**src/cpu_defines.svh**
```systemverilog
`ifndef CPU_DEFINES_SVH
`define CPU_DEFINES_SVH

`define WORD_SIZE       16
`define REG_ADDR_SIZE   2
`define NUM_REGS        4
`define DMEM_DEPTH      256

// Instruction fields
`define OPCODE_MSB      15
`define OPCODE_LSB      12
`define RS_MSB          11
`define RS_LSB          10
`define RT_MSB          9
`define RT_LSB          8
`define RD_MSB          7
`define RD_LSB          6
`define FUNC_MSB        5
`define FUNC_LSB        0
`define IMM_MSB         7
`define IMM_LSB         0
`define TARGET_MSB      11
`define TARGET_LSB      0

`define JAL_LINK_REG    2       // Link register for JAL

`endif

```
**src/isa_pkg.sv**
```systemverilog
`include "cpu_defines.svh"

package isa_pkg;

    typedef logic [`WORD_SIZE-1:0]           word_t;
    typedef logic [`REG_ADDR_SIZE-1:0]       reg_addr_t;
    typedef logic [`IMM_MSB-`IMM_LSB:0]      imm_t;

    typedef enum logic [3:0] {
        OP_BNE   = 4'd0,
        OP_BEQ   = 4'd1,
        OP_BGZ   = 4'd2,
        OP_BLZ   = 4'd3,
        OP_ADI   = 4'd4,
        OP_ORI   = 4'd5,
        OP_LHI   = 4'd6,
        OP_LWD   = 4'd7,
        OP_SWD   = 4'd8,
        OP_JMP   = 4'd9,
        OP_JAL   = 4'd10,
        OP_RTYPE = 4'd15
    } opcode_e;

    typedef enum logic [5:0] {
        FN_ADD = 6'd0,
        FN_SUB = 6'd1,
        FN_AND = 6'd2,
        FN_ORR = 6'd3,
        FN_NOT = 6'd4,
        FN_TCP = 6'd5,
        FN_SHL = 6'd6,
        FN_SHR = 6'd7,
        FN_WWD = 6'd28,
        FN_HLT = 6'd29
    } func_e;

    typedef enum logic [3:0] {
        ALU_ADD, ALU_SUB, ALU_AND, ALU_OR, ALU_NOT,
        ALU_TCP, ALU_SHL, ALU_SHR,
        ALU_LHI     // b into the upper byte
    } alu_op_e;

endpackage

```
**src/pipe_pkg.sv**
```systemverilog
package pipe_pkg;

    typedef enum logic [1:0] {DEST_RD, DEST_RT, DEST_LINK} dest_sel_e;

    typedef enum logic [1:0] {NONE, FROM_MEM, FROM_WB} fwd_sel_e;

    typedef struct packed {
        logic             alu_src;        // Immediate as operand b
        logic             imm_zero_ext;
        logic             mem_read;
        logic             mem_write;
        logic             reg_write;
        dest_sel_e        dest_sel;
        logic             pc_to_reg;
        logic             is_branch;
        logic             is_jump;
        logic             wwd;
        logic             halt;
        isa_pkg::alu_op_e alu_op;
    } ctrl_t;

    typedef struct packed {
        logic               valid;
        ctrl_t              ctrl;
        isa_pkg::word_t     pc_next;
        isa_pkg::reg_addr_t rs;
        isa_pkg::reg_addr_t rt;
        isa_pkg::reg_addr_t dest;
        isa_pkg::word_t     read_a;
        isa_pkg::word_t     read_b;
        isa_pkg::word_t     imm_ext;
    } id_ex_t;

    typedef struct packed {
        logic               valid;
        logic               mem_read;
        logic               mem_write;
        logic               reg_write;
        logic               pc_to_reg;
        logic               wwd;
        logic               halt;
        isa_pkg::reg_addr_t dest;
        isa_pkg::word_t     alu_out;
        isa_pkg::word_t     store_data;
        isa_pkg::word_t     pc_next;
    } ex_mem_t;

    typedef struct packed {
        logic               valid;
        logic               reg_write;
        logic               wwd;
        logic               halt;
        logic               pc_to_reg;
        logic               mem_to_reg;
        isa_pkg::reg_addr_t dest;
        isa_pkg::word_t     alu_out;
        isa_pkg::word_t     mem_data;
        isa_pkg::word_t     pc_next;
    } mem_wb_t;

endpackage

```
**src/control_unit.sv**
```systemverilog
`timescale 1ns/1ns
`include "cpu_defines.svh"

module control_unit (
    input  isa_pkg::word_t  inst,
    output pipe_pkg::ctrl_t ctrl
);

    isa_pkg::opcode_e opcode;
    isa_pkg::func_e   func;

    assign opcode = isa_pkg::opcode_e'(inst[`OPCODE_MSB:`OPCODE_LSB]);
    assign func   = isa_pkg::func_e'(inst[`FUNC_MSB:`FUNC_LSB]);

    always_comb begin
        ctrl          = '0;                 // Unknown encodings do nothing
        ctrl.dest_sel = pipe_pkg::DEST_RT;
        ctrl.alu_op   = isa_pkg::ALU_ADD;
        case (opcode)
            isa_pkg::OP_BNE, isa_pkg::OP_BEQ,
            isa_pkg::OP_BGZ, isa_pkg::OP_BLZ: ctrl.is_branch = 1'b1;
            isa_pkg::OP_ADI: begin
                ctrl.alu_src   = 1'b1;
                ctrl.reg_write = 1'b1;
            end
            isa_pkg::OP_ORI: begin
                ctrl.alu_src      = 1'b1;
                ctrl.imm_zero_ext = 1'b1;
                ctrl.reg_write    = 1'b1;
                ctrl.alu_op       = isa_pkg::ALU_OR;
            end
            isa_pkg::OP_LHI: begin
                ctrl.alu_src   = 1'b1;
                ctrl.reg_write = 1'b1;
                ctrl.alu_op    = isa_pkg::ALU_LHI;
            end
            isa_pkg::OP_LWD: begin
                ctrl.alu_src   = 1'b1;
                ctrl.mem_read  = 1'b1;
                ctrl.reg_write = 1'b1;
            end
            isa_pkg::OP_SWD: begin
                ctrl.alu_src   = 1'b1;
                ctrl.mem_write = 1'b1;
            end
            isa_pkg::OP_JMP: ctrl.is_jump = 1'b1;
            isa_pkg::OP_JAL: begin
                ctrl.is_jump   = 1'b1;
                ctrl.reg_write = 1'b1;
                ctrl.pc_to_reg = 1'b1;
                ctrl.dest_sel  = pipe_pkg::DEST_LINK;
            end
            isa_pkg::OP_RTYPE: begin
                ctrl.dest_sel = pipe_pkg::DEST_RD;
                case (func)
                    isa_pkg::FN_WWD: ctrl.wwd  = 1'b1;
                    isa_pkg::FN_HLT: ctrl.halt = 1'b1;
                    isa_pkg::FN_ADD, isa_pkg::FN_SUB, isa_pkg::FN_AND, isa_pkg::FN_ORR,
                    isa_pkg::FN_NOT, isa_pkg::FN_TCP, isa_pkg::FN_SHL,
                    isa_pkg::FN_SHR: begin
                        ctrl.reg_write = 1'b1;
                        ctrl.alu_op    = isa_pkg::alu_op_e'(func[3:0]); // Same order
                    end
                    default: ;
                endcase
            end
            default: ;
        endcase
    end

endmodule

```
**config.mk**
```make
export PLATFORM = sky130hd
export DESIGN_NAME = control_unit
export DESIGN_NICKNAME = d
export VERILOG_FILES = /design/src/isa_pkg.sv /design/src/pipe_pkg.sv /design/src/control_unit.sv
export VERILOG_INCLUDE_DIRS = /design/src
export SDC_FILE = /design/constraint.sdc
export NUM_CORES = 1
export LEC_CHECK = 0
export BUFFER_PORTS_ARGS = -buffer_cell sky130_fd_sc_hd__buf_2
export CORE_AREA = 2 2 39 41
export DETAILED_ROUTE_END_ITERATION = 8
export DIE_AREA = 0 0 41 43
export SLEW_MARGIN = 20
export SYNTH_ARGS = -nofsm -noshare
export SYNTH_HDL_FRONTEND = slang
export SYNTH_SLANG_ARGS = --single-unit
```
**constraint.sdc**
```tcl
create_clock -name vclk -period 1.1
set_input_delay 0.055 -clock vclk [all_inputs]
set_output_delay 0.055 -clock vclk [all_outputs]
set_load 0.01 [all_outputs]
```
After elaboration in Yosys (flattened, before gate mapping):

Index checks and enable logic that the tools add are counted.

* flip-flop bits (word level): 0
* output and inout bits: 16
* bits of input ports: 16
* word-level logic and storage cells: 42

* reductions and logical operators: 7
* equality and inequality tests: 20
* muxes and demuxes: 15

Operator list (count)
* $eq 6x3->1 const B: 4
* $eq 4x3->1 const B: 4
* $eq 4x4->1 const B: 4
* $eq 6x2->1 const B: 2
* $eq 6x5->1 const B: 2
* $pmux 4 s3: 1
* $mux 1: 10
* $reduce_or 5->1: 2
* $eq 4x2->1 const B: 2
* $reduce_or 8->1: 1
* $eq 6x1->1 const B: 1
* $logic_not 6->1: 1
* $eq 4x1->1 const B: 1
* $logic_not 4->1: 1
* $mux 4: 1
* $pmux 2 s2: 1
* $reduce_or 4->1: 1
* $mux 2: 1
* $pmux 1 s2: 1
* $reduce_or 2->1: 1

Depth between registers and ports, before layout:

* depth after elaboration: 4
* depth in mapped cells: 3
* mapped depth without buffers: 2

Least setup slack after synthesis:

Ideal clock, no wire load.

* kind: input to output
* start point: input inst[14]
* end point: output ctrl[0] (netlist bit)
* required time: 1.045 ns
* slack: 0.126 ns
* path buffers: 1
* stages on the path: 3
* data arrival time: 0.919 ns
* cells stage by stage: buf_4 -> or3b_4 -> o31ai_1

RTL lines
* start, declared: RTL line control_unit.sv:5 `input isa_pkg::word_t inst,`
* end, declared: RTL line control_unit.sv:6 `output pipe_pkg::ctrl_t ctrl`

==> flow_metrics.env <==
export IMPL_status="finished clean"
export IMPL_relSlewSlack=0.850
export IMPL_crit_buf_inv=2
export IMPL_yosys_warnings=0
export IMPL_dieHeight_um=43
export IMPL_drive_gt1_frac=0.500
export IMPL_switchingPower_mw=0.0574
export IMPL_pwr_share_clk=0
export IMPL_cp_top_family="simple AND/OR/NAND/NOR gates"
export IMPL_netlist_top_cells_area="nand2b_1 12%, inv_1 11%, nand4bb_1 11%"
export IMPL_grt_max_degree=10
export IMPL_wl_per_cell_um=9.45
export IMPL_die_width_um=41
export IMPL_ant_nets=0
export IMPL_io_pins=32
export IMPL_timing_final_ws_setup_ns=0.0649
export IMPL_cts_repair_resize_count=0
export IMPL_p_seq_frac=0
export IMPL_dpl_hpwl_um=589
export IMPL_crit_required_ns=1.04
export IMPL_synth_largest_area_cell="nand2b_1"
export IMPL_vias_per_cell=4.34
export IMPL_grt_pass1_vias=244
export IMPL_wl_um=699
export IMPL_critical_path_startpoint_type="primary input"
export IMPL_power_leakage_nw=0.213
export IMPL_netlist_area_um2=213
export IMPL_dr_pass1_iters=2
export IMPL_design_seq_count=0
export IMPL_yosysSeqAreaShare=0
export IMPL_synth_cell_types=17
export IMPL_p_per_area_nw_per_um2=296
export IMPL_peakVddDrop_uv=95.1
export IMPL_hp_class="in2out"
export IMPL_place_inst=74
export IMPL_crit_arrival_ns=0.98
export IMPL_syn_inst=33
export IMPL_place_gp_congestion=0.665
export IMPL_pwr_share_comb=1.000
export IMPL_final_common_cell="buf_2"
export IMPL_vias=321
export IMPL_p_int_mw=0.0487
export IMPL_antenna_found_initial=0
export IMPL_critPathKind="in2out"
export IMPL_buffer_ports_inserted=26
export IMPL_critPathSlowestCell="or3b_4"
export IMPL_crit_top_cell="buf_2"
export IMPL_die_area_um2=1760
export IMPL_final_cell_mix="26 x buf_2, 6 x inv_1, 4 x nand2b_1, 3 x o31ai_1, 3 x nor2_1"
export IMPL_maxCapViolations=0
export IMPL_fin_crit_sh=0.941
export IMPL_setup_viol=0
export IMPL_antennaDiodeCount=0
export IMPL_fin_nets=76
export IMPL_hold_ws_ns=0.384
export IMPL_drc=0
export IMPL_track_usage=0.0699
export IMPL_worstPathCellList="buf_2 -> or3b_4 -> o311ai_2 -> buf_2"
export IMPL_max_freq_mhz=966
export IMPL_overflow=0
export IMPL_start_util=0.154
export IMPL_finalHoldViolations=0
export IMPL_slew_violations=0
export IMPL_grt_pass1_wl_um=952
export IMPL_synth_net_count=49
export IMPL_final_cells=74
export IMPL_postCtsSetupBuffers=0
export IMPL_multiInputGateArea_um2=178
export IMPL_rsz0062_at_grt="no"
export IMPL_place_ws_ns=0.0558
export IMPL_tns_ns=0
export IMPL_seq_area_um2=0
export IMPL_power_total_mw=0.106
export IMPL_worstSetupEndpointType="primary output"
export IMPL_core_area_um2=1380
export IMPL_clockBufferCount=0
export IMPL_min_period_ns=1.04
export IMPL_cpPeakStageDelay_ns=0.42
export IMPL_synth_top_area_share=0.118
export IMPL_row_count=14
export IMPL_first_iter_violations=5
export IMPL_p_sw_frac=0.541
export IMPL_syn2layout_area_growth_pct=68.2
export IMPL_hold_buffers=0
export IMPL_avgSynthCellArea_um2=6.45
export IMPL_fillers=160
export IMPL_critPathMaxFanout=4
export IMPL_worst_pin_slew_ns=0.224
## through the flow
step / utilization / instance area (um^2)
after floorplan: - / 213
after global placement: 0.259 / 358
after detailed placement: 0.259 / 358
after CTS: 0.259 / 358
after global routing: 0.259 / 358
final: 0.259 / 358
## routing by layer
layer,share of wire,wire length (um),GRT usage,vias up
li1,-,-,-,170
met1,0.43,304,0.0918,137
met2,0.48,335,0.128,14
met3,0.086,60,0,0
met4,0,0,0,0
met5,0,0,0,-
## cells in the mapped netlist
| cell | count |
|---|---|
| or3b_4 | 1 |
| nand2b_1 | 4 |
| nand4b_1 | 2 |
| nand4_1 | 1 |
| o311ai_2 | 1 |
| buf_2 | 1 |
| buf_4 | 1 |
| nand4bb_1 | 2 |
| nor2_1 | 3 |
| nor3_1 | 2 |
| nand2_1 | 1 |
| nand3_1 | 1 |
| nor4_1 | 2 |
| xnor2_1 | 1 |
| inv_1 | 6 |
| o31ai_1 | 3 |
| a21oi_1 | 1 |
## logic make-up (layout without fill, tap and decap cells)
kind of cell	count (synthesis)	count (layout)	synth area share
AOI/OAI and AO/OA	5	5	0.206
xor gates and xnor gates	1	1	0.0412
buffers and inverters	8	33	0.165
and+or+nand+nor	19	19	0.588
## layout make-up
type / count / area share
tap: 16 / 0.0559
multi-input combinational: 25 / 0.497
inverter: 6 / 0.0629
timing repair buffer: 27 / 0.385
## power by group through the flow
stage | Sequential [mW] | Combinational (mW) | Clock [mW]
floorplan | 0 | 0.0582 | 0
global placement | 0 | 0.105 | 0
detailed placement | 0 | 0.108 | 0
CTS | 0 | 0.108 | 0
global route | 0 | 0.119 | 0
finish | 0 | 0.106 | 0
## worst paths after layout
check | start | endpoint | slack (ns) | depth (start not counted)
setup / recovery | inst[4] | ctrl[11] | 0.06 | 4
hold / removal | inst[1] | ctrl[4] | 0.38 | 3
Note: power is estimated with default switching activity, not from simulation.
