==> src/cpu_defines.svh <==
`ifndef CPU_DEFINES_SVH
`define CPU_DEFINES_SVH

`define WORD_SIZE       16
`define REG_ADDR_SIZE   2
`define NUM_REGS        4
`define DMEM_DEPTH      256

// Instruction fields
`define OPCODE_MSB      15
`define OPCODE_LSB      12
`define RS_MSB          11
`define RS_LSB          10
`define RT_MSB          9
`define RT_LSB          8
`define RD_MSB          7
`define RD_LSB          6
`define FUNC_MSB        5
`define FUNC_LSB        0
`define IMM_MSB         7
`define IMM_LSB         0
`define TARGET_MSB      11
`define TARGET_LSB      0

`define JAL_LINK_REG    2       // Link register for JAL

`endif

==> src/isa_pkg.sv <==
`include "cpu_defines.svh"

package isa_pkg;

    typedef logic [`WORD_SIZE-1:0]           word_t;
    typedef logic [`REG_ADDR_SIZE-1:0]       reg_addr_t;
    typedef logic [`IMM_MSB-`IMM_LSB:0]      imm_t;

    typedef enum logic [3:0] {
        OP_BNE   = 4'd0,
        OP_BEQ   = 4'd1,
        OP_BGZ   = 4'd2,
        OP_BLZ   = 4'd3,
        OP_ADI   = 4'd4,
        OP_ORI   = 4'd5,
        OP_LHI   = 4'd6,
        OP_LWD   = 4'd7,
        OP_SWD   = 4'd8,
        OP_JMP   = 4'd9,
        OP_JAL   = 4'd10,
        OP_RTYPE = 4'd15
    } opcode_e;

    typedef enum logic [5:0] {
        FN_ADD = 6'd0,
        FN_SUB = 6'd1,
        FN_AND = 6'd2,
        FN_ORR = 6'd3,
        FN_NOT = 6'd4,
        FN_TCP = 6'd5,
        FN_SHL = 6'd6,
        FN_SHR = 6'd7,
        FN_WWD = 6'd28,
        FN_HLT = 6'd29
    } func_e;

    typedef enum logic [3:0] {
        ALU_ADD, ALU_SUB, ALU_AND, ALU_OR, ALU_NOT,
        ALU_TCP, ALU_SHL, ALU_SHR,
        ALU_LHI     // b into the upper byte
    } alu_op_e;

endpackage

==> src/alu.sv <==
`timescale 1ns/1ns

module alu (
    input  isa_pkg::word_t   a,
    input  isa_pkg::word_t   b,
    input  isa_pkg::alu_op_e op,
    output isa_pkg::word_t   result
);

    always_comb begin
        case (op)
            isa_pkg::ALU_ADD: result = a + b;
            isa_pkg::ALU_SUB: result = a - b;
            isa_pkg::ALU_AND: result = a & b;
            isa_pkg::ALU_OR:  result = a | b;
            isa_pkg::ALU_NOT: result = ~a;
            isa_pkg::ALU_TCP: result = ~a + isa_pkg::word_t'(1);
            isa_pkg::ALU_SHL: result = a << 1;
            isa_pkg::ALU_SHR: result = isa_pkg::word_t'($signed(a) >>> 1);    // Keeps sign
            isa_pkg::ALU_LHI: result = b << $bits(isa_pkg::imm_t);
            default:          result = a + b;
        endcase
    end

endmodule

==> config.mk <==
export PLATFORM = sky130hd
export DESIGN_NAME = alu
export DESIGN_NICKNAME = d
export VERILOG_FILES = /design/src/isa_pkg.sv /design/src/alu.sv
export VERILOG_INCLUDE_DIRS = /design/src
export SDC_FILE = /design/constraint.sdc
export NUM_CORES = 1
export LEC_CHECK = 0
export BUFFER_PORTS_ARGS = -buffer_cell sky130_fd_sc_hd__buf_2
export CAP_MARGIN = 20
export CORE_MARGIN = 2
export CORE_UTILIZATION = 40
export DETAILED_ROUTE_END_ITERATION = 8
export SETUP_SLACK_MARGIN = 0.2
export SLEW_MARGIN = 0
export SYNTH_ARGS = -nofsm -noshare
export SYNTH_HDL_FRONTEND = slang
export SYNTH_SLANG_ARGS = --single-unit
==> constraint.sdc <==
create_clock -name vclk -period 3.7
set_input_delay 0.37 -clock vclk [all_inputs]
set_output_delay 0.37 -clock vclk [all_outputs]
set_load 0.005 [all_outputs]
# [After elaboration in Yosys (flattened, before gate mapping)]
# Index checks and enable logic that the tools add are counted.
[op_classes] addsub=3 n_eq_ne=8 n_mux=1 n_bitwise=3
[ops] operator="$pmux W16 S8" count=1
[ops] operator="$add A16 B1 Y16 const B" count=1
[ops] operator="$add A16 B16 Y16" count=1
[ops] operator="$and A16 B16 Y16" count=1
[ops] operator="$eq A4 B3 Y1 const B" count=4
[ops] operator="$not A16 Y16" count=1
[ops] operator="$or A16 B16 Y16" count=1
[ops] operator="$sub A16 B16 Y16" count=1
[ops] operator="$eq A4 B2 Y1 const B" count=2
[ops] operator="$eq A4 B1 Y1 const B" count=1
[ops] operator="$eq A4 B4 Y1 const B" count=1
[word_totals] reg_bits=0 inputBits=36 output_inout_bits=16 word_cells=15

# [Logic depth before layout (Yosys ltp)]
# Gate-level depths: netlist (run 1).
[depth] ltp_word=3 ltp_mapped=14 mapped_depth_nobuf=14

# [Worst setup path before layout (run 1)]
# Ideal clock, no wire load.
[synth_path] path_kind="input-to-output" startpoint="input port b[6]" endpoint="output port result[14]" arrival_time_ps=3019 required_time_ps=3330 slack_ps=311 path_stages=12 path_buffers=0 path_cell_list="or4_4 -> or2_1 -> nand2b_4 -> o21ai_0 -> xor2_1 -> ha_1 -> a21oi_1 -> nand2_1 -> a211oi_1 -> nor3_1 -> mux2_1 -> o21ai_1"
[synth_between] elab_chain_cells=2 elab_cells_between_ends=3 classes_between="add/sub (2); mux (1)"
[synth_lines] element="start: declaration" line="alu.sv:5" text="input isa_pkg::word_t b,"
[synth_lines] element="$add A16 B16 Y16 / $sub A16 B16 Y16 (equally long branches)" line="alu.sv:12, alu.sv:21, alu.sv:13"
[synth_lines] element="$pmux W16 S8 (*)" line="alu.sv:11" text="case (op)"
[synth_lines] element="end: declaration" line="alu.sv:7" text="output isa_pkg::word_t result"
# Mark *: on every way between the ends. The rest lies on a longest branch, timed or not.

# [Worst setup path in the final report (run 1)]
[layout_path] startpoint="input port b[3]" endpoint="output port result[14]"
# The elaborated chain is that of the path after synthesis.

==> impl_summary.md, run 1 <==
Routing
The vias per cell is a little over 6. The detailed-route via count is ~2900. The number of design-rule violations left by the first detailed-router iteration is between 300 and 400. After detailed routing, the number of remaining DRC violations is 0.

The uppermost layer routed is met4. Detailed routing placed a total of slightly below 4 mm of wire on met2. The count of antenna-violating nets left after detailed routing is 0. The post-detailed-route wirelength per cell is approximately 18 um. The number of search-and-repair iterations in the first detailed-routing pass is 5.

The sum of routed wire length over all layers is ~8.3 mm. After detailed routing, the met3 layer carries 467 um of wire. The detailed-route wire length on metal 1 is ~3.8 mm.

Synthesis
The Yosys step of the flow raised 0 warnings. Of the synthesized area, sequential elements account for 0. The post-synthesis cell count is 329. After synthesis, the mean cell area works out to roughly 7.3 um^2. Synthesis instantiated 75 different standard cells from the library. The mapped netlist covers between 2000 and 2500 um^2. The net count of the mapped netlist is just under 400.

Placed design
The number of buffers added on ports is 52. The HPWL after detailed placement is roughly 6.4 mm. The global placer's final weighted congestion is approximately 0.92.

Hold path
The worst hold path class is in2out.

Final layout
The number of flip-flops and latches is 0. In the layout the commonest cells are buf_2, nor2_1, a21oi_1. The layout clock buffer count is 0. The sequential standard cell area is 0 um^2. The number of inserted diodes is 0. The share of post-route cells with drive strength above 1 is 0.3125. The most common cell after layout, fill and taps aside is buf_2. The synthesis-to-finish area growth is 21.72%. The final layout contains around 440 nets.

Timing
The final number of hold-violating endpoints is 0. The number of pins with negative max-slew slack in the final report came to 0. Setup repair after global routing could not meet its margin everywhere. The final critical delay including setup and external delays is ~3.6 ns. Of the available clock period, the critical path in the final layout requires 0.9762.

For the pin with the worst max-slew slack, the measured transition is approximately 0.90 ns. Across all hold checks on the routed design, the worst slack comes to around 1.2 ns. The total of endpoints with negative setup slack in the final report is 0.

Static timing analysis puts the maximum clock frequency at approximately 280 MHz. Headroom to the max-slew limit came out at 0.3982.

Critical path
The required time at the endpoint of the critical path is approximately 3.3 ns. STA classifies the critical path endpoint as a primary output. STA classifies the critical path startpoint as an input port.

In this run the worst path has a maximum fanout of 6. The data arrival time at the worst-slack endpoint is ~3.2 ns. The type of the setup path with the least slack is in2out.

Run
The tool flagged a number of max-cap violations equal to 0.

Floorplan
In this run the count of I/O pins placed on the die edge is between 50 and 60. From left edge to right edge, the die measures 81.50 um. Row generation in the floorplan step produced 28 rows. The die covers 6641 um^2. The total area inside the core boundary comes to 5851 um^2. The die span in y is 81.50 um. The initial standard-cell utilization of the core is 0.4106.

GRT
The first global-routing pass estimated between 10 and 15 mm of wire. The remaining global-route overflow is 0. The via count of the first global-routing pass was 2616.

The pin count of the biggest net entering global routing is 32. The initial antenna violation count was 0. For this run, the total global-route usage over all layers was measured as 0.2509.

Power
The power per unit of standard cell area is around 170 nW/um^2. The static leakage is between 1 and 1.5 nW. The worst-case vdd ir drop is about 0.085 mV. The overall power after layout is approximately 0.5 mW.

Run status
The run finished with clean final reports.

Clock network
The number of hold buffers added after CTS is 0.
## cells in the mapped netlist, drive strengths merged (2+ instances only)
master  instances  area [um^2]
a22oi           3        22.52
a31oi           5        31.28
clkbuf         12        46.29
nor3            9        50.05
or4             2        22.52
a221o           5        50.05
nand3b          4        30.03
nor4            7        65.06
nand3           7        35.03
ha             19        237.7
nand2          20        75.07
buf            11        103.9
and3            4        25.02
xnor2          18        165.2
a222oi          2        20.02
maj3            9        90.09
nand2b          7        51.30
xor2           16        140.1
or2             2        12.52
o221ai          5        43.79
o311ai          2        17.52
o41ai           4        42.55
o21a            2        15.01
and3b           2        18.77
a21o            3        22.52
or3             2        12.51
nor4b           2        47.55
inv             9        33.78
a21oi          29        156.4
o21bai          2        18.77
a221oi          5        50.04
mux2i           8        80.08
nor2           32        120.1
o31ai           2        15.01
a211oi          6        45.04
o211ai          4        30.03
mux2            3        33.78
nor3b           2        20.02
o21ai          24        120.1
nand4           3        18.77
## report_power, final
group	switching, mW	internal [mW]
logic	0.269	0.220
clock network	0	0
registers	0	0
total	0.269	0.220
## through the flow
step	TNS, ns	util	setup WS, ns	cells	area (um^2)
after floorplan	0	-	0.3105	329	2402
after global placement	0	0.4724	0.07518	454	2764
after CTS	0	0.4758	0.1486	454	2784
after detailed placement	0	0.4724	0.05914	454	2764
after global routing	-0.02462	0.4998	-0.02462	459	2924
final	0	0.4998	0.08813	459	2924
## logic make-up (layout without fill, tap and decap cells)
logic type / Yosys count / after routing / synth area share
AOI/OAI and AO/OA: 114 / 114 / 0.3396
and+or+nand+nor: 109 / 109 / 0.2646
xor gates and xnor gates: 34 / 34 / 0.1271
buffers and inverters: 32 / 87 / 0.07656
adders and majority gates: 29 / 29 / 0.1448
muxes: 11 / 11 / 0.04740
## routing by layer
layer	GRT usage	vias to the layer above
met4	0.04407	0
met1	0.3595	1365
met3	0.008791	9
li1	-	1376
met5	0	-
met2	0.4213	114
## layout make-up
cell class | count | area (um^2)
Inverter | 9 | 33.78
Timing Repair Buffer | 78 | 471.7
Tap cell | 75 | 93.84
Fill cell | 620 | 2927
Multi-Input combinational cell | 297 | 2325
## final timing paths
check                   endpoint  cells past startpoint  start  slack (ns)
worst max-delay path  result[14]                     15   b[3]        0.09
worst min-delay path   result[9]                      4   b[1]        1.17
## worst max-delay path: stages
cell	delay [ns]
buf_6	0.09
or4_4	0.54
or2_4	0.28
nand2b_4	0.15
o21ai_2	0.15
xor2_1	0.16
ha_1	0.27
a21oi_1	0.15
buf_4	0.17
nand2_4	0.05
a211oi_2	0.24
nor3_2	0.09
mux2_4	0.31
o21ai_2	0.10
buf_2	0.12
## timing repair
item                                    CTS  global route
endpoints found under the setup margin    5             6
pin swaps                                 1            15
hold endpoints to repair                  0             0
setup buffers                             0             5
gates resized for setup                   7            25
No activity file was read; power rests on OpenSTA's default activity.
==> run 2, diff against run 1 <==
CORE_MARGIN = unset   (was 2)
==> run 2 against run 1 <==
Total power increased by 0.81%. Worst hold slack got worse by 0.022 ns. Flip-flop and latch count unchanged. Final cell count decreased by 0.44%. Core utilization increased by 2.3 points. Largest power group unchanged. Sequential share of layout area unchanged. Setup slack improved by 0.080 ns. Via count decreased by 1.7%. Non-clock buffer count increased by 1. Maximum frequency increased by 2.3%. Critical path type unchanged. Critical endpoint is now result[15]. Cell area increased by 0.94%. Critical path depth decreased by 1.
==> impl_summary.md, run 2 (synthesized netlist as in run 1, its figures left out) <==
Hold path
The worst hold path class is in2out.

GRT
The initial antenna violation count was 0. The global-route wire length before repair is between 10 and 15 mm. The via count of the first global-routing pass is ~2500. The global router's overall resource usage is 0.2551. The pin count of the biggest net entering global routing is 49. The remaining global-route overflow is 0.

Floorplan
The die is 79.50 um wide. The die covers approximately 6300 um^2. Measured along the y axis, the die boundary spans a little under 80 um.

The placement row count is 27. In this run the count of I/O pins placed on the die edge is between 50 and 60. The floorplan step defined a core boundary enclosing approximately 5600 um^2.

For this configuration, the core starts out at a cell density of 0.4258.

Placed design
The number of buffers added on ports is 52. Counting tap cells, the placed design contains a total of roughly 450 instances. The sum of net half-perimeters after detailed placement is between 6 and 7 mm. The congestion estimate from routability-driven global placement came to between 0.8 and 0.9.

Critical path
The critical path is of the in2out type. The critical path buffer and inverter count is 2. The launching instance or port of the critical path is b[6]. Of all nets on the critical path, the largest fanout is 4. The cell family contributing the most delay on the critical path is simple AND/OR/NAND/NOR gates. The largest stage delay on the critical path is approximately 0.54 ns. The critical path crosses 14 cells after its start point. STA classifies the critical path endpoint as a primary output. In this run the worst setup path terminates at result[15]. Among the stages of the critical path, the cell type that occurs most often is o21ai_1.

The highest-delay cell along the critical path is or4_4. At the worst endpoint, the arrival time is between 3 and 4 ns. Walking the worst path, the cells encountered are buf_6 > or4_4 > or2_4 > nand2b_4 > o21ai_2 > xor2_1 > ha_1 > a21oi_4 > o21ai_0 > a221oi_2 > o21ai_1 > xnor2_1 > o21ai_1 > buf_2. The type of origin of the critical path is an input port. The required time at the endpoint of the critical path is about 3.3 ns.

Routing
After detailed routing, the average wire length per cell comes to approximately 18 um. The final layout contains routed wiring with a total length of a little over 8 mm. Using the TritonRoute via totals, the vias-per-cell ratio works out to around 6.2.

The detailed-route via count is roughly 2800. For this run, design rule violations remaining after detail routing come to 0. The number of design-rule violations left by the first detailed-router iteration is ~230. The count of antenna-violating nets left after detailed routing is 0. The first TritonRoute pass finished after 7 iterations.

Power
The static leakage is ~1.2 nW. The power per unit of standard cell area is 167.3 nW/um^2. The overall power after layout is 0.4937 mW. The worst-case vdd ir drop is ~0.084 mV.

Final layout
The most common cell after layout, fill and taps aside is buf_2. Once layout is complete, the utilization of the core stands at 0.5232. Across the whole layout, storage elements account for 0 um^2. The number of inserted diodes is 0.

Excluding fillers, the count of instances in the completed layout stands at between 400 and 500. The share of post-route cells with drive strength above 1 is 0.3143. The filler cells instantiated in the layout total 570.

The design has 0 sequential cells. The area growth from synthesis to layout is 22.86%. The layout clock buffer count is 0. The top cell types in the final layout, fill and taps aside, are buf_2, nor2_1, a21oi_1, buf_4, nand2_1. At the end of the flow, the number of nets in the layout was 443.

Timing
The worst relative slew slack is 0.3694. The routed design could run at a clock period as short as 3.532 ns. The total of endpoints with negative setup slack in the final report is 0. The number of pins with negative max-slew slack in the final report is 0.

Final hold analysis gives a worst-case slack of ~1.1 ns. Setup repair after global routing could not meet its margin everywhere. The transition time at the pin with the least slew margin is about 0.94 ns. The share of the clock period used by the worst path is 0.9546.

The final number of hold-violating endpoints is 0. Based on the critical path, the design can be clocked at up to 283.1 MHz.

Clock network
The number of hold buffers added after CTS is 0.

Run
The number of max-cap violations is 0.

Run status
The flow ran to the end, and the final reports show no timing, DRC or antenna violations.
==> run 2: metal layers <==
metal / vias to the layer above / share of wire / GRT usage
met2: 121 / 0.46 / 0.4231
met1: 1303 / 0.45 / 0.3647
met5: - / 0 / 0
li1: 1385 / - / -
met3: 6 / 0.073 / 0.02057
met4: 0 / 0.013 / 0.02727
==> run 2: per-stage QoR <==
step                      instance area [um^2]    TNS, ns  setup slack [ns]
after floorplan                           2402          0            0.3105
after global placement                    2760          0           0.06600
after detailed placement                  2760  -0.005915         -0.005915
after CTS                                 2793          0            0.1893
after global routing                      2952          0           0.01268
final                                     2952          0            0.1678
==> run 2: final cells by class <==
cell class	instances	area, um^2	share of cell area
Multi-Input combinational cell	297	2349	0.7957
Tap cell	72	90.09	0.03052
Timing Repair Buffer	79	479.2	0.1624
Inverter	9	33.78	0.01145
==> run 2: power breakdown <==
part           switching, mW  total [mW]  internal (mW)  leakage (nW)
Combinational          0.272       0.494          0.222          1.22
Clock                      0           0              0             0
Sequential                 0           0              0             0
Total                  0.272       0.494          0.222          1.22
==> run 2: worst min path at each step <==
stage | cells past startpoint | start | endpoint
after floorplan | 2 | a[7] | result[7]
final | 4 | b[1] | result[9]
after detailed placement | 4 | b[1] | result[9]
after global placement | 4 | b[1] | result[9]
after global routing | 4 | b[1] | result[9]
after CTS | 4 | b[1] | result[9]
==> run 2: what timing repair did <==
item                                    4_1_cts  5_1_grt
endpoints found under the setup margin        5        7
pin swaps                                     3        3
gates resized for setup                      12       22
setup buffers                                 0        6
==> run 3, diff against run 2 <==
CORE_ASPECT_RATIO = 2   (was unset)
==> run 3 against run 2 <==
The run now ends with design-rule violations left. Global-route usage rose by 0.90 points. Critical path type unchanged. Worst hold slack better by 0.0055 ns. Setup slack improved by 0.019 ns. Core utilization shrank 1.3 points. Sequential share of layout area unchanged. Largest power group unchanged. Flip-flop and latch count unchanged. Cell area shrank 0.42%.
==> impl_summary.md, run 3 (synthesized netlist as in run 1, its figures left out) <==
Run status
The run finished, with violations left. The final reports fail on design-rule violations.

Routing
The detailed-route via count is 2847. The first detailed-routing pass took 6 iterations. For this block, the initial DRC count from the detailed router was about 110. The final layout contains routed wiring with a total length of about 8.6 mm. The count of antenna-violating nets left after detailed routing is 0.

In the routed layout, each cell is associated on average with a via count of 6.327. The post-detailed-route wirelength per cell is around 19 um. The total DRC errors in the routed layout is 6.

Timing
Setup violations remaining at the end of the flow were counted as 0. The final total negative setup slack is 0 ns. Dividing the final minimum period by the clock period gives 0.9496. The final critical delay including setup and external delays is 3.513 ns.

The number of pins with negative max-slew slack in the final report is 0. The maximum achievable frequency is between 200 and 300 MHz. The final number of hold-violating endpoints is 0. The worst pin sits at a relative slew slack of 0.3900. Setup repair after global routing could not meet its margin everywhere.

The post-layout worst setup margin is between 0.15 and 0.2 ns. The transition time at the pin with the least slew margin is approximately 0.91 ns.

Power
The share of total power dissipated in sequential elements is 0. The net switching fraction of the power is 0.5444. The reported net switching power is 0.2713 mW. The share of total power dissipated in combinational logic is 1.000.

The part of the power in the clock network is 0. The internal portion of total power is 0.2270 mW. The design draws 0.4983 mW.

For this design the ratio of total power to cell area is roughly 170 nW/um^2. In this run the static leakage power is about 1.2 nW. The worst-case IR drop observed on VDD is 0.06952 mV.

Critical path
Of all nets on the critical path, the largest fanout is 4. Walking the worst path, the cells encountered are buf_6 > or4_4 > or2_4 > nand2b_4 > o21ai_2 > xor2_1 > ha_1 > a21oi_1 > buf_4 > nand2_2 > a211oi_2 > nor3_2 > mux2_4 > o21ai_1 > buf_2. The critical path in this run is classified as in2out. The highest-delay cell along the critical path is or4_4. The cell family contributing the most delay on the critical path is simple AND/OR/NAND/NOR gates.

The required time at the endpoint of the critical path is ~3.3 ns. The kind of end point of the critical path is a primary output. The data arrival time at the worst-slack endpoint is 3.14 ns. The largest stage delay on the critical path is 0.54 ns. The worst setup path is launched from an input port. Together, buffers and inverters on the worst path number 3.

Final layout
The most common cell after layout, fill and taps aside is buf_2. There are 0 flip-flops and latches. The number of inserted diodes is 0. Once layout is complete, the utilization of the core stands at 0.5104.

The number of filler instances in the final layout is between 600 and 700. Summing all flip-flop and latch instances after layout gives 0 um^2. In the final layout, the share of cells above drive strength 1 is 0.3265. Clock buffers in the final layout number 0. The post-layout net count is between 400 and 500. The synthesis-to-finish area growth is 22.34%. Once layout is complete, the cells apart from fillers number 450. Leaving out fill and tap cells, the most frequent cells in the layout are buf_2, nor2_1, buf_4.

Run
The number of max-cap violations is 0.

Hold path
The worst hold path belongs to the class in2out. The number of instances on the worst hold path is 4. In this run the most critical hold path is launched from b[1]. The destination of the worst hold path is result[9].

GRT
The global router's overall resource usage is 0.2641. The via count of the first global-routing pass was 2672. The remaining global-route overflow is 0. The initial antenna violation count is 0. The global-route wire length before repair is approximately 13 mm. Entering global routing, the biggest net connects between 40 and 50 pins.

Floorplan
The die footprint is about 6300 um^2. The initial standard-cell utilization of the core is 0.4172. The die is between 100 and 150 um tall. After floorplanning, the core was sized to cover roughly 5800 um^2. The placement row count is 39.

In this run the count of I/O pins placed on the die edge is 52. From left edge to right edge, the die measures 56.80 um.

Placed design
The post-placement setup slack is around 0.026 ns. Detailed placement finished with a half-perimeter wire length of roughly 6.7 mm. Once placement completed, the tool counted placed cells totaling approximately 440.

Routability-driven placement finished with a final weighted congestion of 0.9336. The number of buffers added on ports is 52.

Clock network
The number of hold buffers added after CTS is 0.
run 3: changes by cell type in the layout (fill, tap and decap cells not counted), moves of 2 or more:
cell,change
buf_4,+3
inv_2,+2
inv_1,-2
nand3_1,+2
run 3: power by group through the flow:
stage / registers, mW / clock network (mW) / logic (mW)
2_1_floorplan: 0 / 0 / 0.295
3_3_place_gp: 0 / 0 / 0.453
3_5_place_dp: 0 / 0 / 0.458
4_1_cts: 0 / 0 / 0.475
5_1_grt: 0 / 0 / 0.540
6_report: 0 / 0 / 0.498
run 3: worst max-delay path by stage:
stage / from / to / slack, ns / cells past startpoint
final: b[6] / result[14] / 0.19 / 15
after global routing: b[6] / result[15] / 0.03 / 14
after global placement: b[6] / result[15] / 0.07 / 13
after CTS: b[6] / result[15] / 0.20 / 15
after detailed placement: b[6] / result[15] / 0.03 / 13
after floorplan: b[6] / result[14] / 0.31 / 12
run 3: metal layers:
layer / vias to the layer above / track usage / wire (um)
met1: 1347 / 0.2986 / 3228
met3: 27 / 0.01045 / 295
met2: 86 / 0.4905 / 4566
li1: 1387 / - / -
met4: 0 / 0.1268 / 476
met5: - / 0 / 0
run 3: timing repair:
item                       CTS  global route
buffers inserted             3             4
pin swaps                    7             9
gates resized for setup     15            18
setup endpoints to repair    5             7
run 3: metrics by stage:
step                cell area (um^2)  hold slack [ns]
floorplan                       2402           0.8449
global placement                2769            1.132
detailed placement              2769            1.132
CTS                             2835            1.136
global route                    2939            1.181
finish                          2939            1.154
run 3: final cells by class:
type / instances / area [um^2] / share of cell area
Timing Repair Buffer: 83 / 506.7 / 0.1724
Inverter: 9 / 33.78 / 0.01149
Tap cell: 61 / 76.32 / 0.02597
Multi-Input combinational cell: 297 / 2322 / 0.7901
