--- src/cpu_defines.svh ---
`ifndef CPU_DEFINES_SVH
`define CPU_DEFINES_SVH

`define WORD_SIZE       16
`define REG_ADDR_SIZE   2
`define NUM_REGS        4
`define DMEM_DEPTH      256

// Instruction fields
`define OPCODE_MSB      15
`define OPCODE_LSB      12
`define RS_MSB          11
`define RS_LSB          10
`define RT_MSB          9
`define RT_LSB          8
`define RD_MSB          7
`define RD_LSB          6
`define FUNC_MSB        5
`define FUNC_LSB        0
`define IMM_MSB         7
`define IMM_LSB         0
`define TARGET_MSB      11
`define TARGET_LSB      0

`define JAL_LINK_REG    2       // Link register for JAL

`endif

--- src/isa_pkg.sv ---
`include "cpu_defines.svh"

package isa_pkg;

    typedef logic [`WORD_SIZE-1:0]           word_t;
    typedef logic [`REG_ADDR_SIZE-1:0]       reg_addr_t;
    typedef logic [`IMM_MSB-`IMM_LSB:0]      imm_t;

    typedef enum logic [3:0] {
        OP_BNE   = 4'd0,
        OP_BEQ   = 4'd1,
        OP_BGZ   = 4'd2,
        OP_BLZ   = 4'd3,
        OP_ADI   = 4'd4,
        OP_ORI   = 4'd5,
        OP_LHI   = 4'd6,
        OP_LWD   = 4'd7,
        OP_SWD   = 4'd8,
        OP_JMP   = 4'd9,
        OP_JAL   = 4'd10,
        OP_RTYPE = 4'd15
    } opcode_e;

    typedef enum logic [5:0] {
        FN_ADD = 6'd0,
        FN_SUB = 6'd1,
        FN_AND = 6'd2,
        FN_ORR = 6'd3,
        FN_NOT = 6'd4,
        FN_TCP = 6'd5,
        FN_SHL = 6'd6,
        FN_SHR = 6'd7,
        FN_WWD = 6'd28,
        FN_HLT = 6'd29
    } func_e;

    typedef enum logic [3:0] {
        ALU_ADD, ALU_SUB, ALU_AND, ALU_OR, ALU_NOT,
        ALU_TCP, ALU_SHL, ALU_SHR,
        ALU_LHI     // b into the upper byte
    } alu_op_e;

endpackage

--- src/pipe_pkg.sv ---
package pipe_pkg;

    typedef enum logic [1:0] {DEST_RD, DEST_RT, DEST_LINK} dest_sel_e;

    typedef enum logic [1:0] {NONE, FROM_MEM, FROM_WB} fwd_sel_e;

    typedef struct packed {
        logic             alu_src;        // Immediate as operand b
        logic             imm_zero_ext;
        logic             mem_read;
        logic             mem_write;
        logic             reg_write;
        dest_sel_e        dest_sel;
        logic             pc_to_reg;
        logic             is_branch;
        logic             is_jump;
        logic             wwd;
        logic             halt;
        isa_pkg::alu_op_e alu_op;
    } ctrl_t;

    typedef struct packed {
        logic               valid;
        ctrl_t              ctrl;
        isa_pkg::word_t     pc_next;
        isa_pkg::reg_addr_t rs;
        isa_pkg::reg_addr_t rt;
        isa_pkg::reg_addr_t dest;
        isa_pkg::word_t     read_a;
        isa_pkg::word_t     read_b;
        isa_pkg::word_t     imm_ext;
    } id_ex_t;

    typedef struct packed {
        logic               valid;
        logic               mem_read;
        logic               mem_write;
        logic               reg_write;
        logic               pc_to_reg;
        logic               wwd;
        logic               halt;
        isa_pkg::reg_addr_t dest;
        isa_pkg::word_t     alu_out;
        isa_pkg::word_t     store_data;
        isa_pkg::word_t     pc_next;
    } ex_mem_t;

    typedef struct packed {
        logic               valid;
        logic               reg_write;
        logic               wwd;
        logic               halt;
        logic               pc_to_reg;
        logic               mem_to_reg;
        isa_pkg::reg_addr_t dest;
        isa_pkg::word_t     alu_out;
        isa_pkg::word_t     mem_data;
        isa_pkg::word_t     pc_next;
    } mem_wb_t;

endpackage

--- src/hazard_unit.sv ---
`timescale 1ns/1ns

module hazard_unit (
    input  isa_pkg::reg_addr_t id_rs,
    input  isa_pkg::reg_addr_t id_rt,
    input  logic               id_is_branch,
    input  pipe_pkg::id_ex_t   id_ex,
    input  pipe_pkg::ex_mem_t  ex_mem,
    input  pipe_pkg::mem_wb_t  mem_wb,
    output logic               stall,
    output pipe_pkg::fwd_sel_e ex_fwd_a,
    output pipe_pkg::fwd_sel_e ex_fwd_b,
    output pipe_pkg::fwd_sel_e id_fwd_a,
    output pipe_pkg::fwd_sel_e id_fwd_b
);

    logic ex_wr, mem_wr, wb_wr;
    logic ex_load_hit, mem_load_hit;

    // Younger producer wins
    function automatic pipe_pkg::fwd_sel_e pick(
        isa_pkg::reg_addr_t src,
        logic               near_wr,
        isa_pkg::reg_addr_t near_dest,
        logic               far_wr,
        isa_pkg::reg_addr_t far_dest
    );
        if (near_wr && near_dest == src) return pipe_pkg::FROM_MEM;
        if (far_wr && far_dest == src) return pipe_pkg::FROM_WB;
        return pipe_pkg::NONE;
    endfunction

    assign ex_wr  = id_ex.valid & id_ex.ctrl.reg_write;
    assign mem_wr = ex_mem.valid & ex_mem.reg_write;
    assign wb_wr  = mem_wb.valid & mem_wb.reg_write;

    assign ex_load_hit  = id_ex.valid & id_ex.ctrl.mem_read &
                          (id_ex.dest == id_rs || id_ex.dest == id_rt);
    assign mem_load_hit = ex_mem.valid & ex_mem.mem_read &
                          (ex_mem.dest == id_rs || ex_mem.dest == id_rt);
    assign stall = ex_load_hit | (id_is_branch & mem_load_hit);

    assign ex_fwd_a = pick(id_ex.rs, mem_wr, ex_mem.dest, wb_wr, mem_wb.dest);
    assign ex_fwd_b = pick(id_ex.rt, mem_wr, ex_mem.dest, wb_wr, mem_wb.dest);

    // ID selects look one stage earlier
    // FROM_MEM here means the EX result and FROM_WB the MEM result
    assign id_fwd_a = pick(id_rs, ex_wr, id_ex.dest, mem_wr, ex_mem.dest);
    assign id_fwd_b = pick(id_rt, ex_wr, id_ex.dest, mem_wr, ex_mem.dest);

endmodule

--- config.mk ---
export PLATFORM = sky130hd
export DESIGN_NAME = hazard_unit
export DESIGN_NICKNAME = d
export VERILOG_FILES = /design/src/isa_pkg.sv /design/src/pipe_pkg.sv /design/src/hazard_unit.sv
export VERILOG_INCLUDE_DIRS = /design/src
export SDC_FILE = /design/constraint.sdc
export NUM_CORES = 1
export LEC_CHECK = 0
export ABC_AREA = 1
export BUFFER_PORTS_ARGS = -buffer_cell sky130_fd_sc_hd__buf_2
export CELL_PAD_IN_SITES_DETAIL_PLACEMENT = 1
export CELL_PAD_IN_SITES_GLOBAL_PLACEMENT = 1
export CORE_AREA = 2 2 83 85
export DETAILED_ROUTE_END_ITERATION = 10
export DIE_AREA = 0 0 85 87
export GPL_TIMING_DRIVEN = 1
export PLACE_DENSITY = 0.95
export SETUP_SLACK_MARGIN = 0.02
export SLEW_MARGIN = 20
export SYNTH_ARGS = -nofsm -noshare
export SYNTH_HDL_FRONTEND = slang
export SYNTH_SLANG_ARGS = --single-unit
--- constraint.sdc ---
create_clock -name vclk -period 1.3
set_input_delay 0.26 -clock vclk [all_inputs]
set_output_delay 0.26 -clock vclk [all_outputs]
set_load 0.05 [all_outputs]
---- After elaboration in Yosys (flattened, before gate mapping) ----
Cells that the tools add are included.
word-level totals
  latch bits .............................. 0
  memory bits (read-only) ................. 0
  logic and storage cells ................. 55
  output and inout bits ................... 9
  RAM bits ................................ 0
  input bits .............................. 205
  flip-flop bits (word level) ............. 0
  memories kept ........................... 0
operators by class
  bitwise operators ....................... 9
  shifts and indexed selects .............. 0
  magnitude comparators ................... 0
  muxes and demuxes ....................... 28
  divide/modulo/power cells ............... 0
  $add $sub $neg .......................... 0
  reductions and logical operators ........ 10
  multipliers ............................. 0
  eq/ne operators ......................... 8
operators with widths
  kind                 count
  2-bit 2-to-1 mux     16
  2-bit equality test  8
  1-bit 2-to-1 mux     12
  1-bit bitwise AND    8
  1-bit logical AND    8
  1-bit logical OR     2
  1-bit bitwise OR     1

---- Longest topological paths before layout ----
Gate-level depths: netlist of run 1.
  depth after elaboration ................. 6
  depth in mapped cells ................... 7
  depth with buffers taken out ............ 7

---- Worst setup path after synthesis of run 1 ----
No wires, ideal clock.
  path type ............................... input to output
  start ................................... input port id_rt[0]
  end ..................................... output port id_fwd_b[1]
  stages on the path ...................... 4
  data arrival time ....................... 1.591 ns
  setup slack ............................. -0.551 ns
  buffers on the path ..................... 0
  data required time ...................... 1.040 ns
  cell sequence ........................... xnor2_1 -> nand2_1 -> nor2_1 -> nor2_1
between the ends
  longest elaborated chain between the ends .. 6
  elaborated cells between the ends (all ways) .. 10
  classes of those cells .................. 2 x eq/ne; 6 x mux; 2 x reduce/logical
RTL lines
  item                            RTL line           source
  start, declared                 hazard_unit.sv:5   input isa_pkg::reg_addr_t id_rt,
  2-bit equality test             hazard_unit.sv:29  if (far_wr && far_dest == src) return pipe_pkg::FROM_WB;
  1-bit logical AND               hazard_unit.sv:29
  1-bit 2-to-1 mux (2 in series)  hazard_unit.sv:29
  2-bit 2-to-1 mux                hazard_unit.sv:30  return pipe_pkg::NONE;
  2-bit 2-to-1 mux (*)            hazard_unit.sv:29
  end, declared                   hazard_unit.sv:14  output pipe_pkg::fwd_sel_e id_fwd_b
Mark *: on every way between the ends. The rest lies on a longest branch, timed or not. The select of a mux whose other input is x is not followed.

---- Final worst setup path of run 1 ----
  start ................................... input port ex_mem[49] (netlist name)
  end ..................................... output port ex_fwd_b[0]
between the ends
  longest elaborated chain between the ends .. 4
RTL lines
  item                 RTL line           source
  start, declared      hazard_unit.sv:8   input pipe_pkg::ex_mem_t ex_mem,
  2-bit equality test  hazard_unit.sv:28  if (near_wr && near_dest == src) return pipe_pkg::FROM_MEM;
  1-bit logical AND    hazard_unit.sv:28
  1-bit 2-to-1 mux     hazard_unit.sv:28
  2-bit 2-to-1 mux     hazard_unit.sv:29
  end, declared        hazard_unit.sv:12  output pipe_pkg::fwd_sel_e ex_fwd_b,
No other way between the ends.

==> impl_metrics.csv, run 1 <==
group,metric,value,unit
cts,cts_hold_buf,0,
drt,drt_iter0_markers,1,
global_route,grt_pass1_vias,564,
worst_setup_path,cp_top_family,"buffers and inverters",
placed_design,gp_congestion,0.681,
final_layout,seq_cells,0,
run,drv_cap,0,
pwr,netSwitchingFraction,0.579,
drt,ant_nets,0,
timing,rsz0062_at_grt,"yes",
drt,firstDrtPassIters,2,
die,die_area,0.00740,mm^2
worst_setup_path,slowest_stage,"nor3_4",
pwr,ir_worst_vdd,0.102,mV
logic_synthesis,syn_area,308,um^2
drt,vias,556,
die,initial_core_util,0.0469,
logic_synthesis,syn_avg_cell_area,4.66,um^2
final_layout,regArea,0,um^2
logic_synthesis,ys_seq_area_frac,0,
timing,fin_crit,1420,ps
pwr,p_sw,153,uW
placed_design,pre_cts_slack,-200,ps
worst_setup_path,path_cells,"buf_8 > clkinvlp_4 > nand2_2 > nand2_2 > nor3_4 > buf_6 > buf_12",
placed_design,dp_hpwl,1430,um
worst_setup_path,critical-path-max-stage-delay,240,ps
timing,fin_ws,-120,ps
final_layout,mostFrequentLayoutCells,"nand2_1, buf_2, nand2_2, buf_6, inv_1",
drt,wl_met1,609,um
drt,highest_layer,"met3",
worst_setup_path,worstSetupEndpointType,"primary output",
placed_design,dp.cells,181,
timing,hold_viol_final,0,
final_layout,antenna_cells,0,
worst_setup_path,cp.required,1040,ps
final_layout,layout_commonest_cell,"nand2_1",
global_route,grt_pass1_wl,2470,um
logic_synthesis,synth_nets,271,
global_route,antenna_found_initial,0,
pwr,powerDensity,331,mW/mm^2
worst_setup_path,cpMostUsedCell,"nand2_2",
logic_synthesis,synth.distinct_cells,11,
final_layout,num-nets-final,309,
drt,wirelength,1650,um
outcome,violations,"negative setup slack",
timing,fmax,704,MHz
drt,drcViolationCount,0,
logic_synthesis,postSynthCellCount,66,
global_route,overflow,0,
timing,setup_viol,6,
global_route,gr-usage-all-layers,0.0406,
timing,slew_violations,0,
min_path,min_path_type,"in2out",
die,fp-row-count,30,
pwr,power.share.clock,0,
global_route,grt_max_degree,7,
worst_setup_path,criticalPathCategory,"in2out",
timing,slew_headroom,0.805,
final_layout,fin_cells,182,
worst_setup_path,cp.arrival,1160,ps
final_layout,area_growth,160,%
die,die_h,87,um
drt,wl_met3,92,um
pwr,p_int,111,uW
pwr,p_leak,0.000379,uW
drt,wl_per_cell,9.08,um
drt,via_per_inst,3.05,
outcome,outcome,"finished with violations",
die,die_w,85,um
die,io_pins,214,
final_layout,nClkBuffers,0,
placed_design,io_buffers,32,
timing,worst_pin_slew,292,ps
worst_setup_path,start_kind,"input pin",
pwr,p_seq_frac,0,
timing,period_share,1.09,
pwr,combinationalPowerShare,1.000,
final_layout,drive_gt1_frac,0.598,
die,coreArea,0.00657,mm^2
logic_synthesis,yosysWarnings,0,
worst_setup_path,cp_max_fo,6,
worst_setup_path,path_buf_inv,4,
drt,met2WireLength,949,um
## cell usage after synthesis (all sizes together)
master / instances / area, um^2
a21oi: 2 / 10.0
and3: 1 / 6.26
inv: 10 / 37.5
nand2: 31 / 116
nand3: 2 / 10.0
nor2: 8 / 30.0
nor3: 2 / 20.0
o211ai: 2 / 15.0
o21ai: 2 / 10.0
xnor2: 6 / 52.6
## cell families after synthesis
logic type,count (synthesis),synth area share
xor gates and xnor gates,6,0.171
and+or+nand+nor,44,0.594
AOI/OAI and AO/OA,6,0.114
buffers and inverters,10,0.122
## worst min-delay path, delay by kind of cell
| kind | cells | cell delay (ps) |
|---|---|---|
| and+or+nand+nor | 3 | 190 |
| buffers and inverters | 2 | 240 |
## path summary, 6_finish.rpt
check | endpoint | from | cells after the start | slack (ps)
setup / recovery | ex_fwd_b[0] | ex_mem[49] | 7 | -120
hold / removal | ex_fwd_a[0] | id_ex[52] | 5 | 960
## repair_timing
action	4_1_cts	5_1_grt
pin swaps	1	4
hold endpoints to repair	0	0
resized for setup	23	12
cloned	0	0
buffers inserted	0	1
endpoints found under the setup margin	9	9
## power by group through the flow
| stage | clock (uW) | sequential (uW) | combinational (uW) |
|---|---|---|---|
| 3_3_place_gp | 0 | 0 | 215 |
| 6_report | 0 | 0 | 265 |
| 4_1_cts | 0 | 0 | 249 |
| 2_1_floorplan | 0 | 0 | 133 |
| 5_1_grt | 0 | 0 | 287 |
| 3_5_place_dp | 0 | 0 | 224 |
## metrics by stage
step	area (um^2)	hold WS (ps)	total power, uW	TNS, ps	util
2_1_floorplan	370	717	133	-225	-
3_3_place_gp	668	1020	215	-795	0.102
3_5_place_dp	668	1040	224	-1120	0.102
4_1_cts	744	968	249	-387	0.113
5_1_grt	800	994	287	-796	0.122
6_report	800	955	265	-360	0.122
## cell type report
type / count / area [um^2]
inverter: 10 / 41.3
timing repair buffer: 36 / 283
tap: 80 / 100
multi-input combinational: 56 / 375
fill: 807 / 5770
## per-layer routing
layer / GRT usage / up-vias
met3: 0 / 0
met4: 0 / 0
met1: 0.0480 / 253
met5: 0 / -
met2: 0.0859 / 24
li1: - / 279
(Power assumes the default switching activity.)
==> run 2, diff against run 1 <==
- PLACE_DENSITY: 0.95 -> unset
- PLACE_DENSITY_LB_ADDON: unset -> 0.15
==> impl_metrics.csv, run 2 (synthesis gave the netlist of run 1 again) <==
group,metric,value,unit
placed_design,dp_hpwl,1360,um
cts,cts_hold_buf,0,
timing,slew_violations,0,
timing,fmax,771,MHz
worst_setup_path,worstSetupEndpointType,"primary output",
die,die_w,85,um
worst_setup_path,endpoint,"ex_fwd_a[0]",
final_layout,seq_cells,0,
final_layout,drive_gt1_frac,0.610,
worst_setup_path,start_kind,"input pin",
die,coreArea,0.00657,mm^2
outcome,outcome,"completed",
drt,drt_iter0_markers,6,
pwr,powerDensity,329,mW/mm^2
placed_design,io_buffers,32,
timing,rsz0062_at_grt,"yes",
final_layout,regArea,0,um^2
pwr,ir_worst_vdd,0.0746,mV
timing,worst_pin_slew,282,ps
die,fp-row-count,30,
final_layout,nClkBuffers,0,
final_layout,num-nets-final,307,
timing,setup_viol,0,
placed_design,pre_cts_slack,-142,ps
drt,vias,524,
global_route,antenna_found_initial,0,
placed_design,gp_congestion,0.640,
die,die_area,0.00740,mm^2
final_layout,mostFrequentLayoutCells,"nand2_1, buf_2, buf_6",
drt,wirelength,1440,um
timing,period_share,0.998,
final_layout,fill_cells,789,
die,io_pins,214,
worst_setup_path,cp.required,1040,ps
global_route,overflow,0,
global_route,grt_pass1_wl,2460,um
final_layout,layout_commonest_cell,"nand2_1",
drt,wl_per_cell,8.01,um
worst_setup_path,criticalPathCategory,"in2out",
die,initial_core_util,0.0469,
timing,slew_headroom,0.811,
timing,fin_crit,1300,ps
pwr,p_leak,0.000363,uW
worst_setup_path,startpoint,"ex_mem[49]",
drt,ant_nets,0,
global_route,grt_max_degree,7,
final_layout,antenna_cells,0,
global_route,gr-usage-all-layers,0.0393,
global_route,grt_pass1_vias,569,
final_layout,area_growth,152,%
drt,via_per_inst,2.91,
cts,cts_setup_buffers,0,
timing,hold_viol_final,0,
final_layout,post-route-util,0.118,
worst_setup_path,cp_max_fo,6,
timing,fin_ws,3.12,ps
drt,drcViolationCount,0,
drt,firstDrtPassIters,2,
min_path,min_path_type,"in2out",
die,die_h,87,um
run,drv_cap,0,
worst_setup_path,cp.arrival,1040,ps
-- run 2: cell types whose count changed in the layout (fill, tap and decap cells not counted) --
| cell | previous run | this run |
|---|---|---|
| nand3_2 | 2 | 1 |
| nand2_2 | 8 | 9 |
| buf_12 | 1 | 0 |
| buf_2 | 21 | 19 |
| nand3_1 | 0 | 1 |
| nand2_1 | 23 | 22 |
| buf_8 | 3 | 2 |
| inv_1 | 7 | 5 |
| buf_6 | 8 | 10 |
| inv_2 | 2 | 4 |
-- run 2: where the power goes --
group | switching [uW] | internal (uW)
Combinational | 147 | 108
Sequential | 0 | 0
Clock | 0 | 0
Total | 147 | 108
-- run 2: how the worst min path moves through the flow --
stage	start	endpoint	cells after the start
2_1_floorplan	id_ex[51]	ex_fwd_b[0]	3
3_3_place_gp	id_ex[83]	stall	6
3_5_place_dp	id_ex[83]	stall	6
4_1_cts	id_ex[83]	stall	6
5_1_grt	id_ex[52]	ex_fwd_a[0]	5
6_report	id_ex[83]	stall	6
-- run 2: cell type report --
type,instances,area [um^2],area share
inverter,10,41.3,0.0533
multi-input combinational,56,373,0.481
timing repair buffer,34,260,0.336
tap,80,100,0.129
-- run 2: through the flow --
stage | cell area, um^2 | setup TNS, ps | power (uW) | std cells | hold WS (ps)
after floorplan | 370 | -225 | 133 | 66 | 717
after global placement | 646 | -748 | 211 | 180 | 1010
after detailed placement | 646 | -852 | 215 | 180 | 1010
after CTS | 737 | -154 | 247 | 180 | 964
after global routing | 774 | -439 | 281 | 180 | 983
final | 774 | 0 | 255 | 180 | 950
-- run 2: critical path, stage by stage --
cell and delay, ps:
buf_8 80, clkinvlp_4 140, nand2_2 90, nand2_2 60, nor3_4 200, buf_6 200
-- run 2: layer usage --
layer  share of wire  vias up  track usage
met5               0        -            0
met4               0        0            0
met3           0.070        0      0.00379
met2            0.48       22       0.0760
met1            0.45      229       0.0498
li1                -      273            -
-- run 2: repair_timing --
action / 4_1_cts / 5_1_grt
pin swaps: 5 / 5
endpoints found under the setup margin: 9 / 9
gates resized for setup: 27 / 14
==> run 3, diff against run 2 <==
- BUFFER_PORTS_ARGS: -buffer_cell sky130_fd_sc_hd__buf_2 -> unset
- CORE_AREA: 2 2 83 85 -> 2 2 82 84
- DIE_AREA: 0 0 85 87 -> 0 0 84 86
- DONT_BUFFER_PORTS: unset -> 1
- REMOVE_ABC_BUFFERS: unset -> 1
==> impl_metrics.csv, run 3 (synthesis gave the netlist of run 1 again) <==
group,metric,value,unit
placed_design,gp_congestion,0.690,
worst_setup_path,cp.arrival,960,ps
timing,fmax,816,MHz
placed_design,io_buffers,0,
final_layout,num-nets-final,283,
final_layout,drive_gt1_frac,0.250,
timing,fin_crit,1220,ps
drt,wl_per_cell,8.63,um
global_route,met3_usage,0.00577,
timing,worst_pin_slew,211,ps
timing,slew_headroom,0.858,
final_layout,regArea,0,um^2
final_layout,mostFrequentLayoutCells,"nand2_1, inv_1, xnor2_1, nor2_1, buf_6",
min_path,holdPathStages,3,
drt,via_per_inst,2.80,
timing,hold_viol_final,0,
timing,period_share,0.942,
global_route,grt-busiest-layer,"met2",
timing,rsz0062_at_grt,"yes",
global_route,met1_usage,0.0486,
worst_setup_path,criticalPathCategory,"in2out",
min_path,min_path_type,"in2out",
die,fp-row-count,29,
timing,setup_viol,0,
drt,vias,429,
min_path,hp-start,"id_ex[81]",
drt,drt_iter0_markers,3,
die,die_w,84,um
drt,ant_nets,0,
die,die_h,86,um
global_route,grt_max_degree,7,
pwr,p_leak,0.000247,uW
final_layout,nClkBuffers,0,
pwr,p_total,164,uW
final_layout,layout_commonest_cell,"nand2_1",
placed_design,dp_hpwl,1270,um
global_route,antenna_found_initial,0,
final_layout,seq_cells,0,
worst_setup_path,startpoint,"ex_mem[49]",
pwr,powerDensity,308,mW/mm^2
final_layout,area_growth,73.2,%
drt,wirelength,1320,um
pwr,ir_worst_vdd,0.0566,mV
global_route,grt_pass1_wl,2130,um
global_route,grt_pass1_vias,464,
final_layout,post-route-util,0.0849,
global_route,overflow,0,
die,initial_core_util,0.0490,
worst_setup_path,worstSetupEndpointType,"primary output",
die,die_area,0.00722,mm^2
global_route,gr-usage-all-layers,0.0355,
worst_setup_path,cp_max_fo,6,
global_route,met2_usage,0.0625,
drt,firstDrtPassIters,2,
outcome,outcome,"completed",
min_path,min_to,"id_fwd_a[0]",
run,drv_cap,0,
drt,drcViolationCount,0,
final_layout,antenna_cells,0,
die,io_pins,214,
timing,hold_ws,821,ps
die,coreArea,0.00628,mm^2
timing,slew_violations,0,
worst_setup_path,cp.required,1040,ps
worst_setup_path,start_kind,"input pin",
[run 3: cell types whose count changed in the layout (fill, tap and decap cells not counted), sizes merged]
cell,previous run,this run
buf,34,10
[run 3: how the worst max path moves through the flow]
stage / slack (ps) / cells after the start / to
after floorplan: -550 / 4 / id_fwd_b[1]
after global placement: 50 / 8 / stall
after detailed placement: 7 / 8 / stall
after CTS: 40 / 5 / ex_fwd_a[1]
after global routing: -4 / 5 / ex_fwd_a[1]
final: 80 / 6 / ex_fwd_b[1]
[run 3: per-layer routing]
layer  wire length, um  vias up
met2               621       23
met1               579      185
met4                 0        0
met3               119        0
li1                  -      221
met5                 0        -
[run 3: cell type report]
class	instances	area (um^2)
Fill cell	773	5740
Multi-Input combinational cell	56	289
Timing Repair Buffer	10	106
Tap cell	77	96.3
Inverter	10	41.3
[run 3: per-stage QoR]
stage	TNS (ps)	setup slack [ps]	instance area, um^2	cells
floorplan	-2500	-551	308	66
global placement	0	46.3	492	153
detailed placement	0	6.92	492	153
CTS	0	37.2	495	153
global route	-6.81	-3.66	533	153
finish	0	75.2	533	153
[run 3: what timing repair did]
item	CTS	global route
buffers inserted	0	0
cloned	0	0
pin swaps	0	5
hold buffers	0	0
endpoints found under the setup margin	2	5
resized for setup	1	12
[run 3: where the power goes]
group | internal [uW] | total [uW] | switching (uW)
clock network | 0 | 0 | 0
logic | 64.6 | 164 | 99.5
registers | 0 | 0 | 0
[run 3: critical path, stage by stage]
cell	delay [ps]
clkinvlp_4	100
nand2_1	100
nand2_2	60
nor3_4	210
nor2_1	70
buf_6	150
